**src/hw/jalr_pkg.sv**
```systemverilog
/*
 * JALR resolution package
 * Tag, data word, address and immediate types shared by the
 * indirect jump queue, the target checker and the control FSM
 */

`default_nettype none

package jalr_pkg;

    // Reorder buffer tag width, tag zero means no pending producer
    localparam int ROB_TAG_W = 4;
    localparam int XLEN      = 32;

    typedef logic [ROB_TAG_W-1:0] rob_tag_t;

    // Register values, both base operands and CDB results
    typedef logic [XLEN-1:0] xlen_t;

    // Instruction addresses, predicted and resolved targets
    typedef logic [XLEN-1:0] addr_t;

    // Sign extended by decode before it reaches the queue
    typedef logic [XLEN-1:0] imm_t;

    // Commit FSM
    typedef enum logic {
        ST_RUN   = 1'b0,  // Normal commit
        ST_FLUSH = 1'b1   // Dropping younger jumps after a mispredict
    } ctrl_state_t;

endpackage

`default_nettype wire
```
**src/hw/jalr_resolve_top.sv**
```systemverilog
/*
 * JALR resolution top
 * Indirect jump queue, target checker and commit control
 */

`timescale 1ns/1ps
`default_nettype none

module jalr_resolve_top #(
    parameter int DEPTH = 4
) (
    input  logic               clk,
    input  logic               reset,
    input  logic               enq_valid,
    input  jalr_pkg::rob_tag_t enq_src_tag,
    input  jalr_pkg::xlen_t    enq_base,
    input  jalr_pkg::imm_t     enq_imm,
    input  jalr_pkg::addr_t    enq_pred_target,
    input  jalr_pkg::rob_tag_t enq_rob_tag,
    input  logic               cdb_valid,
    input  jalr_pkg::rob_tag_t cdb_tag,
    input  jalr_pkg::xlen_t    cdb_value,
    input  logic               cdb_addr_only,
    input  logic               commit_req,
    output logic               credit_return,
    output logic               commit_ack,
    output logic               resolve_valid,
    output jalr_pkg::addr_t    resolve_target,
    output jalr_pkg::rob_tag_t resolve_rob_tag,
    output logic               resolve_mispredict
);

    localparam int CNT_W = $clog2(DEPTH + 1);

    logic               head_ready;
    jalr_pkg::xlen_t    head_base;
    jalr_pkg::imm_t     head_imm;
    jalr_pkg::addr_t    head_pred_target;
    jalr_pkg::rob_tag_t head_rob_tag;
    logic [CNT_W-1:0]   occupied_count;
    logic               deq;
    logic               flush_step;
    logic               capture;
    logic               mispredict_now;

    jalr_queue #(
        .DEPTH(DEPTH)
    ) u_queue (
        .clk              (clk),
        .reset            (reset),
        .enq_valid        (enq_valid),
        .enq_src_tag      (enq_src_tag),
        .enq_base         (enq_base),
        .enq_imm          (enq_imm),
        .enq_pred_target  (enq_pred_target),
        .enq_rob_tag      (enq_rob_tag),
        .cdb_valid        (cdb_valid),
        .cdb_tag          (cdb_tag),
        .cdb_value        (cdb_value),
        .cdb_addr_only    (cdb_addr_only),
        .deq              (deq),
        .flush_step       (flush_step),
        .head_ready       (head_ready),
        .head_base        (head_base),
        .head_imm         (head_imm),
        .head_pred_target (head_pred_target),
        .head_rob_tag     (head_rob_tag),
        .occupied_count   (occupied_count)
    );

    jalr_target_check u_target_check (
        .clk                (clk),
        .reset              (reset),
        .head_base          (head_base),
        .head_imm           (head_imm),
        .head_pred_target   (head_pred_target),
        .head_rob_tag       (head_rob_tag),
        .capture            (capture),
        .mispredict_now     (mispredict_now),
        .resolve_target     (resolve_target),
        .resolve_rob_tag    (resolve_rob_tag),
        .resolve_mispredict (resolve_mispredict)
    );

    jalr_ctrl #(
        .DEPTH(DEPTH)
    ) u_ctrl (
        .clk            (clk),
        .reset          (reset),
        .commit_req     (commit_req),
        .head_ready     (head_ready),
        .mispredict_now (mispredict_now),
        .occupied_count (occupied_count),
        .commit_ack     (commit_ack),
        .deq            (deq),
        .capture        (capture),
        .flush_step     (flush_step),
        .resolve_valid  (resolve_valid),
        .credit_return  (credit_return)
    );

endmodule

`default_nettype wire

```
**src/hw/jalr_ctrl.sv**
```systemverilog
/*
 * JALR control
 * Accepts commit requests for a ready head, times the result valid,
 * walks the queue empty after a mispredict and returns credits
 */

`timescale 1ns/1ps
`default_nettype none

module jalr_ctrl #(
    parameter int DEPTH = 4
) (
    input  logic                       clk,
    input  logic                       reset,
    input  logic                       commit_req,
    input  logic                       head_ready,
    input  logic                       mispredict_now,
    input  logic [$clog2(DEPTH+1)-1:0] occupied_count,
    output logic                       commit_ack,
    output logic                       deq,
    output logic                       capture,
    output logic                       flush_step,
    output logic                       resolve_valid,
    output logic                       credit_return
);

    jalr_pkg::ctrl_state_t state;
    jalr_pkg::ctrl_state_t state_next;

    logic accept;
    logic flush_pending;  // Accepted jump went to the wrong target

    // Commit handshake, only in RUN and only for a ready head
    assign accept        = commit_req && head_ready && (state == jalr_pkg::ST_RUN);
    assign flush_pending = accept && mispredict_now;

    assign commit_ack = accept;
    assign deq        = accept;
    assign capture    = accept;

    // One younger entry dropped per cycle while anything is left
    assign flush_step = (state == jalr_pkg::ST_FLUSH) && (occupied_count != '0);

    always_comb begin
        state_next = state;
        case (state)
            jalr_pkg::ST_RUN: begin
                // FLUSH starts together with resolve_valid
                if (flush_pending) begin
                    state_next = jalr_pkg::ST_FLUSH;
                end
            end
            jalr_pkg::ST_FLUSH: begin
                if (occupied_count == '0) begin
                    state_next = jalr_pkg::ST_RUN;
                end
            end
            default: state_next = jalr_pkg::ST_RUN;
        endcase
    end

    always_ff @(posedge clk) begin
        if (reset) begin
            state <= jalr_pkg::ST_RUN;
        end else begin
            state <= state_next;
        end
    end

    // Registered pulses
    always_ff @(posedge clk) begin
        if (reset) begin
            resolve_valid <= 1'b0;
            credit_return <= 1'b0;
        end else begin
            resolve_valid <= accept;             // Result shows the cycle after ack
            credit_return <= deq | flush_step;   // Every freed slot gives one credit back
        end
    end

endmodule

`default_nettype wire

```
**src/hw/jalr_target_check.sv**
```systemverilog
/*
 * JALR target checker
 * Forms base plus immediate with bit 0 cleared, compares it with the
 * prediction and holds the result of the committed jump
 */

`timescale 1ns/1ps
`default_nettype none

module jalr_target_check (
    input  logic               clk,
    input  logic               reset,
    input  jalr_pkg::xlen_t    head_base,
    input  jalr_pkg::imm_t     head_imm,
    input  jalr_pkg::addr_t    head_pred_target,
    input  jalr_pkg::rob_tag_t head_rob_tag,
    input  logic               capture,
    output logic               mispredict_now,
    output jalr_pkg::addr_t    resolve_target,
    output jalr_pkg::rob_tag_t resolve_rob_tag,
    output logic               resolve_mispredict
);

    jalr_pkg::xlen_t sum;
    jalr_pkg::addr_t target;

    assign sum    = head_base + head_imm;
    assign target = {sum[31:1], 1'b0};  // JALR drops the low bit

    // Compare of whatever sits at the head right now
    assign mispredict_now = (target != head_pred_target);

    // Flag cleared by reset so the output is quiet after reset
    always_ff @(posedge clk) begin
        if (reset) begin
            resolve_mispredict <= 1'b0;
        end else if (capture) begin
            resolve_mispredict <= mispredict_now;
        end
    end

    // Result payload, only meaningful with resolve_valid
    always_ff @(posedge clk) begin
        if (capture) begin
            resolve_target  <= target;
            resolve_rob_tag <= head_rob_tag;
        end
    end

endmodule

`default_nettype wire

```
**src/hw/jalr_queue.sv**
```systemverilog
/*
 * JALR queue
 * In-order circular buffer of dispatched indirect jumps. Waiting
 * entries snoop the CDB by tag, the head reports when it is ready
 */

`timescale 1ns/1ps
`default_nettype none

module jalr_queue #(
    parameter int DEPTH = 4
) (
    input  logic                       clk,
    input  logic                       reset,
    input  logic                       enq_valid,
    input  jalr_pkg::rob_tag_t         enq_src_tag,
    input  jalr_pkg::xlen_t            enq_base,
    input  jalr_pkg::imm_t             enq_imm,
    input  jalr_pkg::addr_t            enq_pred_target,
    input  jalr_pkg::rob_tag_t         enq_rob_tag,
    input  logic                       cdb_valid,
    input  jalr_pkg::rob_tag_t         cdb_tag,
    input  jalr_pkg::xlen_t            cdb_value,
    input  logic                       cdb_addr_only,
    input  logic                       deq,
    input  logic                       flush_step,
    output logic                       head_ready,
    output jalr_pkg::xlen_t            head_base,
    output jalr_pkg::imm_t             head_imm,
    output jalr_pkg::addr_t            head_pred_target,
    output jalr_pkg::rob_tag_t         head_rob_tag,
    output logic [$clog2(DEPTH+1)-1:0] occupied_count
);

    localparam int PTR_W = (DEPTH > 1) ? $clog2(DEPTH) : 1;
    localparam int CNT_W = $clog2(DEPTH + 1);

    // Entry storage
    jalr_pkg::rob_tag_t entry_tag  [DEPTH];  // Source tag, zero once base is known
    jalr_pkg::xlen_t    entry_base [DEPTH];
    jalr_pkg::imm_t     entry_imm  [DEPTH];
    jalr_pkg::addr_t    entry_pred [DEPTH];
    jalr_pkg::rob_tag_t entry_rob  [DEPTH];
    logic [DEPTH-1:0]   entry_valid;

    logic [PTR_W-1:0] wr_ptr;
    logic [PTR_W-1:0] rd_ptr;
    logic [CNT_W-1:0] count;
    logic             pop;
    logic             cdb_hit;        // Broadcast that carries a register result
    logic             enq_bypass;     // Producer broadcasts in the enqueue cycle

    assign pop        = deq | flush_step;
    assign cdb_hit    = cdb_valid & ~cdb_addr_only;  // Load address step never wakes a jump
    assign enq_bypass = cdb_hit && (enq_src_tag != '0) && (enq_src_tag == cdb_tag);

    // Pointers, count and valid bits
    always_ff @(posedge clk) begin
        if (reset) begin
            wr_ptr      <= '0;
            rd_ptr      <= '0;
            count       <= '0;
            entry_valid <= '0;
        end else begin
            if (enq_valid) begin
                wr_ptr              <= wr_ptr + 1'b1;  // Power of two depth wraps naturally
                entry_valid[wr_ptr] <= 1'b1;
            end
            if (pop) begin
                rd_ptr              <= rd_ptr + 1'b1;
                entry_valid[rd_ptr] <= 1'b0;
            end
            // No full check, dispatch only sends with a credit in hand
            case ({enq_valid, pop})
                2'b10:   count <= count + 1'b1;
                2'b01:   count <= count - 1'b1;
                default: count <= count;
            endcase
        end
    end

    // Payload writes and CDB wakeup
    always_ff @(posedge clk) begin
        for (int i = 0; i < DEPTH; i++) begin
            if (entry_valid[i] && cdb_hit && (entry_tag[i] != '0)
                    && (entry_tag[i] == cdb_tag)) begin
                entry_tag[i]  <= '0;
                entry_base[i] <= cdb_value;
            end
        end
        // The write slot is free, so it never collides with a wakeup above
        if (enq_valid) begin
            entry_tag[wr_ptr]  <= enq_bypass ? '0 : enq_src_tag;
            entry_base[wr_ptr] <= enq_bypass ? cdb_value : enq_base;
            entry_imm[wr_ptr]  <= enq_imm;
            entry_pred[wr_ptr] <= enq_pred_target;
            entry_rob[wr_ptr]  <= enq_rob_tag;
        end
    end

    // Head view
    assign head_ready       = entry_valid[rd_ptr] && (entry_tag[rd_ptr] == '0);
    assign head_base        = entry_base[rd_ptr];
    assign head_imm         = entry_imm[rd_ptr];
    assign head_pred_target = entry_pred[rd_ptr];
    assign head_rob_tag     = entry_rob[rd_ptr];
    assign occupied_count   = count;

endmodule

`default_nettype wire

```
**config.mk**
```make
export PLATFORM = sky130hd
export DESIGN_NAME = jalr_resolve_top
export DESIGN_NICKNAME = d
export VERILOG_FILES = /design/src/hw/jalr_pkg.sv /design/src/hw/jalr_resolve_top.sv /design/src/hw/jalr_ctrl.sv /design/src/hw/jalr_target_check.sv /design/src/hw/jalr_queue.sv
export SDC_FILE = /design/constraint.sdc
export NUM_CORES = 1
export LEC_CHECK = 0
export ABC_AREA = 1
export BUFFER_PORTS_ARGS = -buffer_cell sky130_fd_sc_hd__buf_2
export CORE_MARGIN = 5
export CORE_UTILIZATION = 28
export DETAILED_ROUTE_END_ITERATION = 7
export PLACE_DENSITY = 0.39
export SLEW_MARGIN = 20
export SYNTH_ARGS = -nofsm -noshare
export SYNTH_HDL_FRONTEND = slang
export SYNTH_HIERARCHICAL = 1
export SYNTH_SLANG_ARGS = --single-unit
```
**constraint.sdc**
```tcl
create_clock -name clk -period 4.7 [get_ports clk]
set_input_delay 0.705 -clock clk [delete_from_list [all_inputs] [get_ports clk]]
set_output_delay 0.705 -clock clk [all_outputs]
set_load 0.02 [all_outputs]
```
==> summary.md, run 1 <==
| Metric | Value |
|---|---|
| Leakage | `0.0114 uW` |
| Pint | `7770 uW` |
| Worst Path Required | `5.19 ns` |
| Post-detail-place hpwl | `52300 um` |
| Crit end category | `flip-flop` |
| CP Launch Type | `flip-flop` |
| Clk_skew | `0.0232 ns` |
| CTS tree | `done` |
| Fin. max-slew vios | `0` |
| Antenna viol nets, final | `0` |
| Clock Sinks | `468` |
| Mapped cell area | `23200 um2` |
| Vias in the first global route | `18300` |
| Place WS | `0.824 ns` |
| Clock-pin transition on the worst setup and hold timing paths | `0.07 ns` |
| Vias | `18200` |
| VDD IR max | `0.223 mV` |
| Total CTS buffers | `55` |
| Register area share after synthesis | `59.7%` |
| Max Buffers Root-to-Sink | `3` |
| Die width | `298 um` |
| Largest net degree at the start of global routing | `103` |
| Final core occ | `33.1%` |
| Post-Syn Area per Cell | `9.32 um2` |
| Multi-input logic area | `7950 um2` |
| First drt pass iteration count | `6` |
| CTS H-tree lvls | `2` |
| Register bit total from synthesis | `468` |
| Remaining Overflow, GRT | `0` |
| Net Sw Frac | `29.1%` |
| FILL cells | `8530` |
| Critical Path Fanout Max | `80` |
| Register share of total power | `44.2%` |
| PnR worst setup slack | `0.871 ns` |
| Sequential cell area | `13900 um2` |
| Top Ports | `186` |
| Cells after synthesis | `2492` |
| CTS root buf | `clkbuf_16` |
| Routed WL | `79300 um` |
| Routability cong. | `0.862` |
| # hold bufs at CTS | `0` |
| Placed cell area | `25500 um2` |
| Cell area after layout | `27200 um2` |
| Crit path time final | `3.83 ns` |
| Worst Tran Pin Value | `0.905 ns` |
| Die H | `298 um` |
| Post-cts sizing count | `0` |
| Unique masters post-synth | `41` |
| Die ar. | `88800 um2` |
| WL per Instance | `21.0 um` |
| Synth Net Count | `2679` |
| RSZ-0062 raised after global routing | `no` |
| Combinational fraction of design power | `18.2%` |
| Primary FF master, synth | `edfxtp_1` |
| Syn. warnings | `6` |
| Max_cap viols | `0` |
| DR iter-0 viols | `1229` |
| Slew headroom | `39.7%` |
| Arrival time worst endpoint | `4.32 ns` |
| Min-Delay Path Class | `input pin to flip-flop` |
| Worst Setup Path Type | `flip-flop to flip-flop` |
| Worst r2r path cells | `20` |
| Non-filler instance count after layout | `3776` |
| Placed cell count | `3672` |
| DRC viols | `0` |
| Pwr/cell area | `403 nW/um2` |
| Antenna violations before repair | `10` |
| # port buffers | `184` |
| Setup bufs post-CTS | `0` |
| Count of final hold-check violations | `0` |
| Outcome | `completed` |
| Core area | `82200 um2` |
| Clk pwr share | `37.6%` |
| Final net count | `2846` |
| Area Overhead vs Synth | `17.1%` |
| Fraction of layout instances using a drive strength above 1 | `14.4%` |
| Setup TNS | `0 ns` |
| First-pass GRT wire length | `117000 um` |
| F_max | `261 MHz` |
| R2R setup slack | `0.87 ns` |
| Fraction of registers with async set/reset | `0%` |
| Site Rows | `105` |
| Starting density of the core | `28.3%` |
| Worst r2r dst | `u_ctrl/state$_SDFF_PP0_` |
| GRT Util Overall | `17.3%` |
| Setup violators final | `0` |
| Vias per inst | `4.81` |
| Final worst path period share | `81.5%` |
| Net switching power | `3180 uW` |
| Insertion delay to the later sink of the worst-skew pair | `0.61 ns` |
| Crit path to | `u_ctrl/state$_SDFF_PP0_` |
| Post-synth EDFFs | `451` |
==> kinds of logic after synthesis <==
logic type	Yosys count	synth area share (%)
AOI/OAI and AO/OA	344	8.15
DFF	468	59.7
buffers and inverters	367	6.17
other	1	0.0161
and+or+nand+nor	1255	23.0
xor gates and xnor gates	16	0.603
adders and majority gates	41	2.27
==> routing by layer <==
metal	vias to the layer above	wire length, um	part of all wire, %	global-route usage (%)
met5	-	69	0.087	0
met4	10	1600	2.0	4.11
met3	134	4200	5.3	3.20
met2	487	38500	49	30.0
met1	8726	35000	44	22.5
li1	8808	-	-	-
==> cells in the final DEF, fill, tap and decap left out, types with 15 or more instances in the layout <==
| cell type | count |
|---|---|
| nand4_1 | 42 |
| a21oi_1 | 22 |
| o21ai_0 | 202 |
| nor2_1 | 294 |
| ha_1 | 39 |
| edfxtp_1 | 451 |
| clkbuf_16 | 56 |
| nand3_1 | 215 |
| inv_1 | 238 |
| clkinv_1 | 16 |
| o22ai_1 | 101 |
| buf_4 | 29 |
| nand2_1 | 620 |
| dfxtp_1 | 15 |
| buf_2 | 184 |
| nand2_2 | 47 |
==> worst max-delay path, cell delays in order (launching register included) <==
cell     delay, ns
dfxtp_4       0.39
buf_4         0.65
o21ai_0       0.19
o22ai_1       0.24
ha_1          0.38
a21oi_1       0.42
nand2_1       0.13
inv_1         0.07
nand2_1       0.08
inv_1         0.06
nand3_1       0.15
inv_1         0.11
nand2_1       0.07
nand3_1       0.11
nand2_1       0.06
nor2_1        0.08
nand3_1       0.13
nor2_2        0.15
nand2_1       0.08
nand3_1       0.08
nand2_1       0.06
==> Yosys cell counts (8+ instances only) <==
cell      count  area (um2)
a21oi_1      22         110
buf_1        12        45.0
buf_2        17        85.1
clkbuf_1     77         289
dfxtp_1      17         340
edfxtp_1    451       13500
ha_1         39         488
inv_1       240         901
inv_2        10        37.5
nand2_1     620        2330
nand2_2      47         294
nand3_1     215        1080
nand4_1      42         263
nor2_1      294        1100
nor2_2       10        62.6
nor3_1        8        40.0
o21ai_0     205        1030
o22ai_1     101         632
xor2_1       11        96.3
==> area by class of cell <==
cell class,instances,area share (%)
clock inverters,33,1.00
inverters,255,3.57
repair buffers,222,4.85
well taps,1070,4.92
clock buffers,67,5.30
diodes,4,0.0368
flip-flops and latches,468,51.1
multi-input cells,1657,29.2
==> metrics by stage <==
step | hold slack [ns] | power [uW]
5_1_grt | 0.285 | 11500
3_5_place_dp | 0.507 | 6930
6_report | 0.311 | 11000
4_1_cts | 0.269 | 11100
2_1_floorplan | 0.471 | 6200
3_3_place_gp | 0.489 | 6920
==> power groups by stage <==
| stage | registers, uW | logic (uW) | clock network (uW) |
|---|---|---|---|
| 2_1_floorplan | 4940 | 1260 | 0 |
| 3_3_place_gp | 4930 | 1990 | 0 |
| 3_5_place_dp | 4930 | 2000 | 0 |
| 4_1_cts | 4840 | 2010 | 4270 |
| 5_1_grt | 4850 | 2230 | 4420 |
| 6_report | 4840 | 1990 | 4120 |
==> sequential cells by signal, indices dropped and copies added, names as in the netlist, 2 cells and up, named ones only <==
signal                          count
u_queue/entry_base                128
u_queue/entry_imm                 128
u_queue/entry_pred                128
u_target_check/resolve_target      31
u_queue/entry_rob                  16
u_queue/entry_tag                  16
u_queue/entry_valid                 4
u_target_check/resolve_rob_tag      4
u_queue/occupied_count              3
u_queue/rd_ptr                      2
u_queue/wr_ptr                      2
==> worst min-delay path by stage <==
stage	startpoint	to	slack (ns)	cells past startpoint
2_1_floorplan	u_queue/entry_valid[3]$_SDFF_PP0_	u_queue/entry_valid[3]$_SDFF_PP0_	0.47	2
3_3_place_gp	u_queue/occupied_count[1]$_SDFFE_PP0P_	u_queue/occupied_count[1]$_SDFFE_PP0P_	0.49	2
3_5_place_dp	u_queue/wr_ptr[0]$_SDFFE_PP0P_	u_queue/wr_ptr[0]$_SDFFE_PP0P_	0.51	2
4_1_cts	enq_rob_tag[0]	u_queue/entry_rob[0][0]$_DFFE_PP_	0.27	1
5_1_grt	enq_pred_target[5]	u_queue/entry_pred[2][5]$_DFFE_PP_	0.28	1
6_report	enq_rob_tag[0]	u_queue/entry_rob[0][0]$_DFFE_PP_	0.31	1
Note: power is estimated with default switching activity, not from simulation.
==> run 2: changes to the inputs <==
clock period = 3.6 ns   (was 4.7 ns; I/O delays follow)
==> run 2 against run 1 <==
Effect of this change: combinational power is 56% higher; register-to-register slack got worse by 0.79 ns; fmax is 9.0% higher; first-iteration DRC count decreased by 5.9%; setup slack got worse by 0.79 ns; largest cell class unchanged; largest power group unchanged.
==> summary.md, run 2 (synthesis gave the netlist of run 1 again) <==
| Metric | Value |
|---|---|
| Pwr/cell area | `525 nW/um2` |
| Routed WL | `81600 um` |
| CTS tree | `done` |
| CTS H-tree lvls | `2` |
| Largest net degree at the start of global routing | `57` |
| Antenna violations before repair | `9` |
| First-pass GRT wire length | `120000 um` |
| Multi-input logic area | `8130 um2` |
| # port buffers | `184` |
| Final worst path period share | `97.6%` |
| Crit path time final | `3.51 ns` |
| Max Buffers Root-to-Sink | `3` |
| Min-Delay Path Class | `input pin to flip-flop` |
| Crit-path max cell delay | `0.46 ns` |
| CP max-delay cell | `dfxtp_4` |
| Vias in the first global route | `18900` |
| VDD IR max | `0.306 mV` |
| Setup TNS | `0 ns` |
| Crit-path cells | `inv_8 -> clkbuf_16 -> buf_4 -> o21ai_0 -> o22ai_1 -> ha_1 -> nand2_2 -> nor3_4 -> nand2_1 -> nor2_1 -> nand2_1 -> nand2_1 -> nand2_1 -> nand3_1 -> nand2_1 -> nor2_2 -> nand3_1 -> nor2_2 -> nand2_1 -> nand3_1 -> nand2_1` |
| Top Ports | `186` |
| Insertion delay to the later sink of the worst-skew pair | `0.61 ns` |
| Delay-heaviest family, CP | `simple AND/OR/NAND/NOR gates` |
| Clock Sinks | `468` |
| Setup violators final | `0` |
| Count of final hold-check violations | `0` |
| Final net count | `2969` |
| Post-detail-place hpwl | `54300 um` |
| FILL cells | `8340` |
| DR iter-0 viols | `1157` |
| Final core occ | `34.9%` |
| Routability cong. | `0.864` |
| Placed cell area | `26400 um2` |
| Die ar. | `88800 um2` |
| Crit end category | `flip-flop` |
| CP Buf/Inv Count | `3` |
| Outcome | `completed` |
| Worst r2r path cells | `21` |
| Hold Path Stages | `1` |
| Worst Tran Pin Value | `0.997 ns` |
| CTS root buf | `clkbuf_16` |
| WL per Instance | `20.9 um` |
| Total chip power | `15100 uW` |
| Cell area after layout | `28700 um2` |
| Most common cell after layout, fill and taps aside | `nand2_1` |
| Antenna viol nets, final | `0` |
| Top cell by count, worst path | `nand2_1` |
| Total CTS buffers | `54` |
| Remaining Overflow, GRT | `0` |
| Vias | `18600` |
| Sequential cell area | `13900 um2` |
| WP depth | `21` |
| CP Launch Type | `flip-flop` |
| Die H | `298 um` |
| Area Overhead vs Synth | `23.6%` |
| Critical Path Fanout Max | `24` |
| First drt pass iteration count | `5` |
| Slew headroom | `33.3%` |
| Site Rows | `105` |
| Starting density of the core | `28.3%` |
| Worst Setup Path Type | `flip-flop to flip-flop` |
| Worst Path Required | `4.06 ns` |
| Arrival time worst endpoint | `3.98 ns` |
| DRC viols | `0` |
| GRT Util Overall | `17.6%` |
| Die width | `298 um` |
| Leakage | `0.0122 uW` |
| Fin. max-slew vios | `0` |
| Fraction of layout instances using a drive strength above 1 | `19.8%` |
| Max_cap viols | `0` |
| Clock-pin transition on the worst setup and hold timing paths | `0.06 ns` |
| Clk_skew | `0.0288 ns` |
| Vias per inst | `4.78` |
| Commonest non-fill, non-tap cells in the layout | `nand2_1, edfxtp_1, nor2_1` |
| RSZ-0062 raised after global routing | `yes` |
| Core area | `82200 um2` |
| Regs by FF count | `u_queue/entry_base (128), u_queue/entry_imm (128), u_queue/entry_pred (128)` |
| # hold bufs at CTS | `0` |
| F_max | `285 MHz` |
run 2: cell types whose count changed in the layout (fill, tap and decap cells not counted), sizes merged, moves of 3 or more:
cell / previous run / this run
buf: 222 / 339
bufinv: 4 / 9
inv: 258 / 255
clkinvlp: 0 / 4
run 2: final cells by class:
class / count / area share [%]
inverter: 255 / 3.40
sequential: 468 / 48.4
multi-input combinational: 1657 / 28.3
timing repair buffer: 346 / 8.88
clock inverter: 38 / 1.49
antenna: 3 / 0.0261
clock buffer: 61 / 4.87
tap: 1070 / 4.66
run 2: repair_timing:
action,4_1_cts,5_1_grt
setup endpoints to repair,2,2
pin swaps,0,12
setup buffers,0,4
gates cloned,0,7
resized for setup,3,59
run 2: through the flow:
stage	std cells	hold WS (ns)	worst slack [ns]
2_1_floorplan	2492	0.471	0.362
3_3_place_gp	3785	0.487	-0.196
3_5_place_dp	3785	0.503	-0.162
4_1_cts	3884	0.114	0.0163
5_1_grt	3895	0.119	-0.0872
6_report	3898	0.154	0.0852
run 2: worst paths after layout:
path	startpoint	slack, ns	to
setup / recovery	flip-flop	0.09	u_ctrl/state$_SDFF_PP0_
hold / removal	enq_rob_tag[0]	0.15	u_queue/entry_rob[3][0]$_DFFE_PP_
setup reg to reg	flip-flop	0.09	u_ctrl/state$_SDFF_PP0_
hold reg to reg	u_queue/occupied_count[1]$_SDFFE_PP0P_	0.51	u_queue/occupied_count[1]$_SDFFE_PP0P_
run 2: where the power goes:
group          leakage [uW]  total (uW)  switching, uW  internal [uW]
registers           0.00430        6320           57.9           6260
clock network      0.000893        5660           2240           3430
logic               0.00697        3100           1990           1110
run 2: layer usage:
| layer | part of all wire [%] | track usage, % |
|---|---|---|
| met2 | 48 | 30.0 |
| met5 | 0.033 | 0 |
| met1 | 45 | 23.6 |
| met3 | 4.6 | 2.87 |
| met4 | 2.0 | 3.90 |
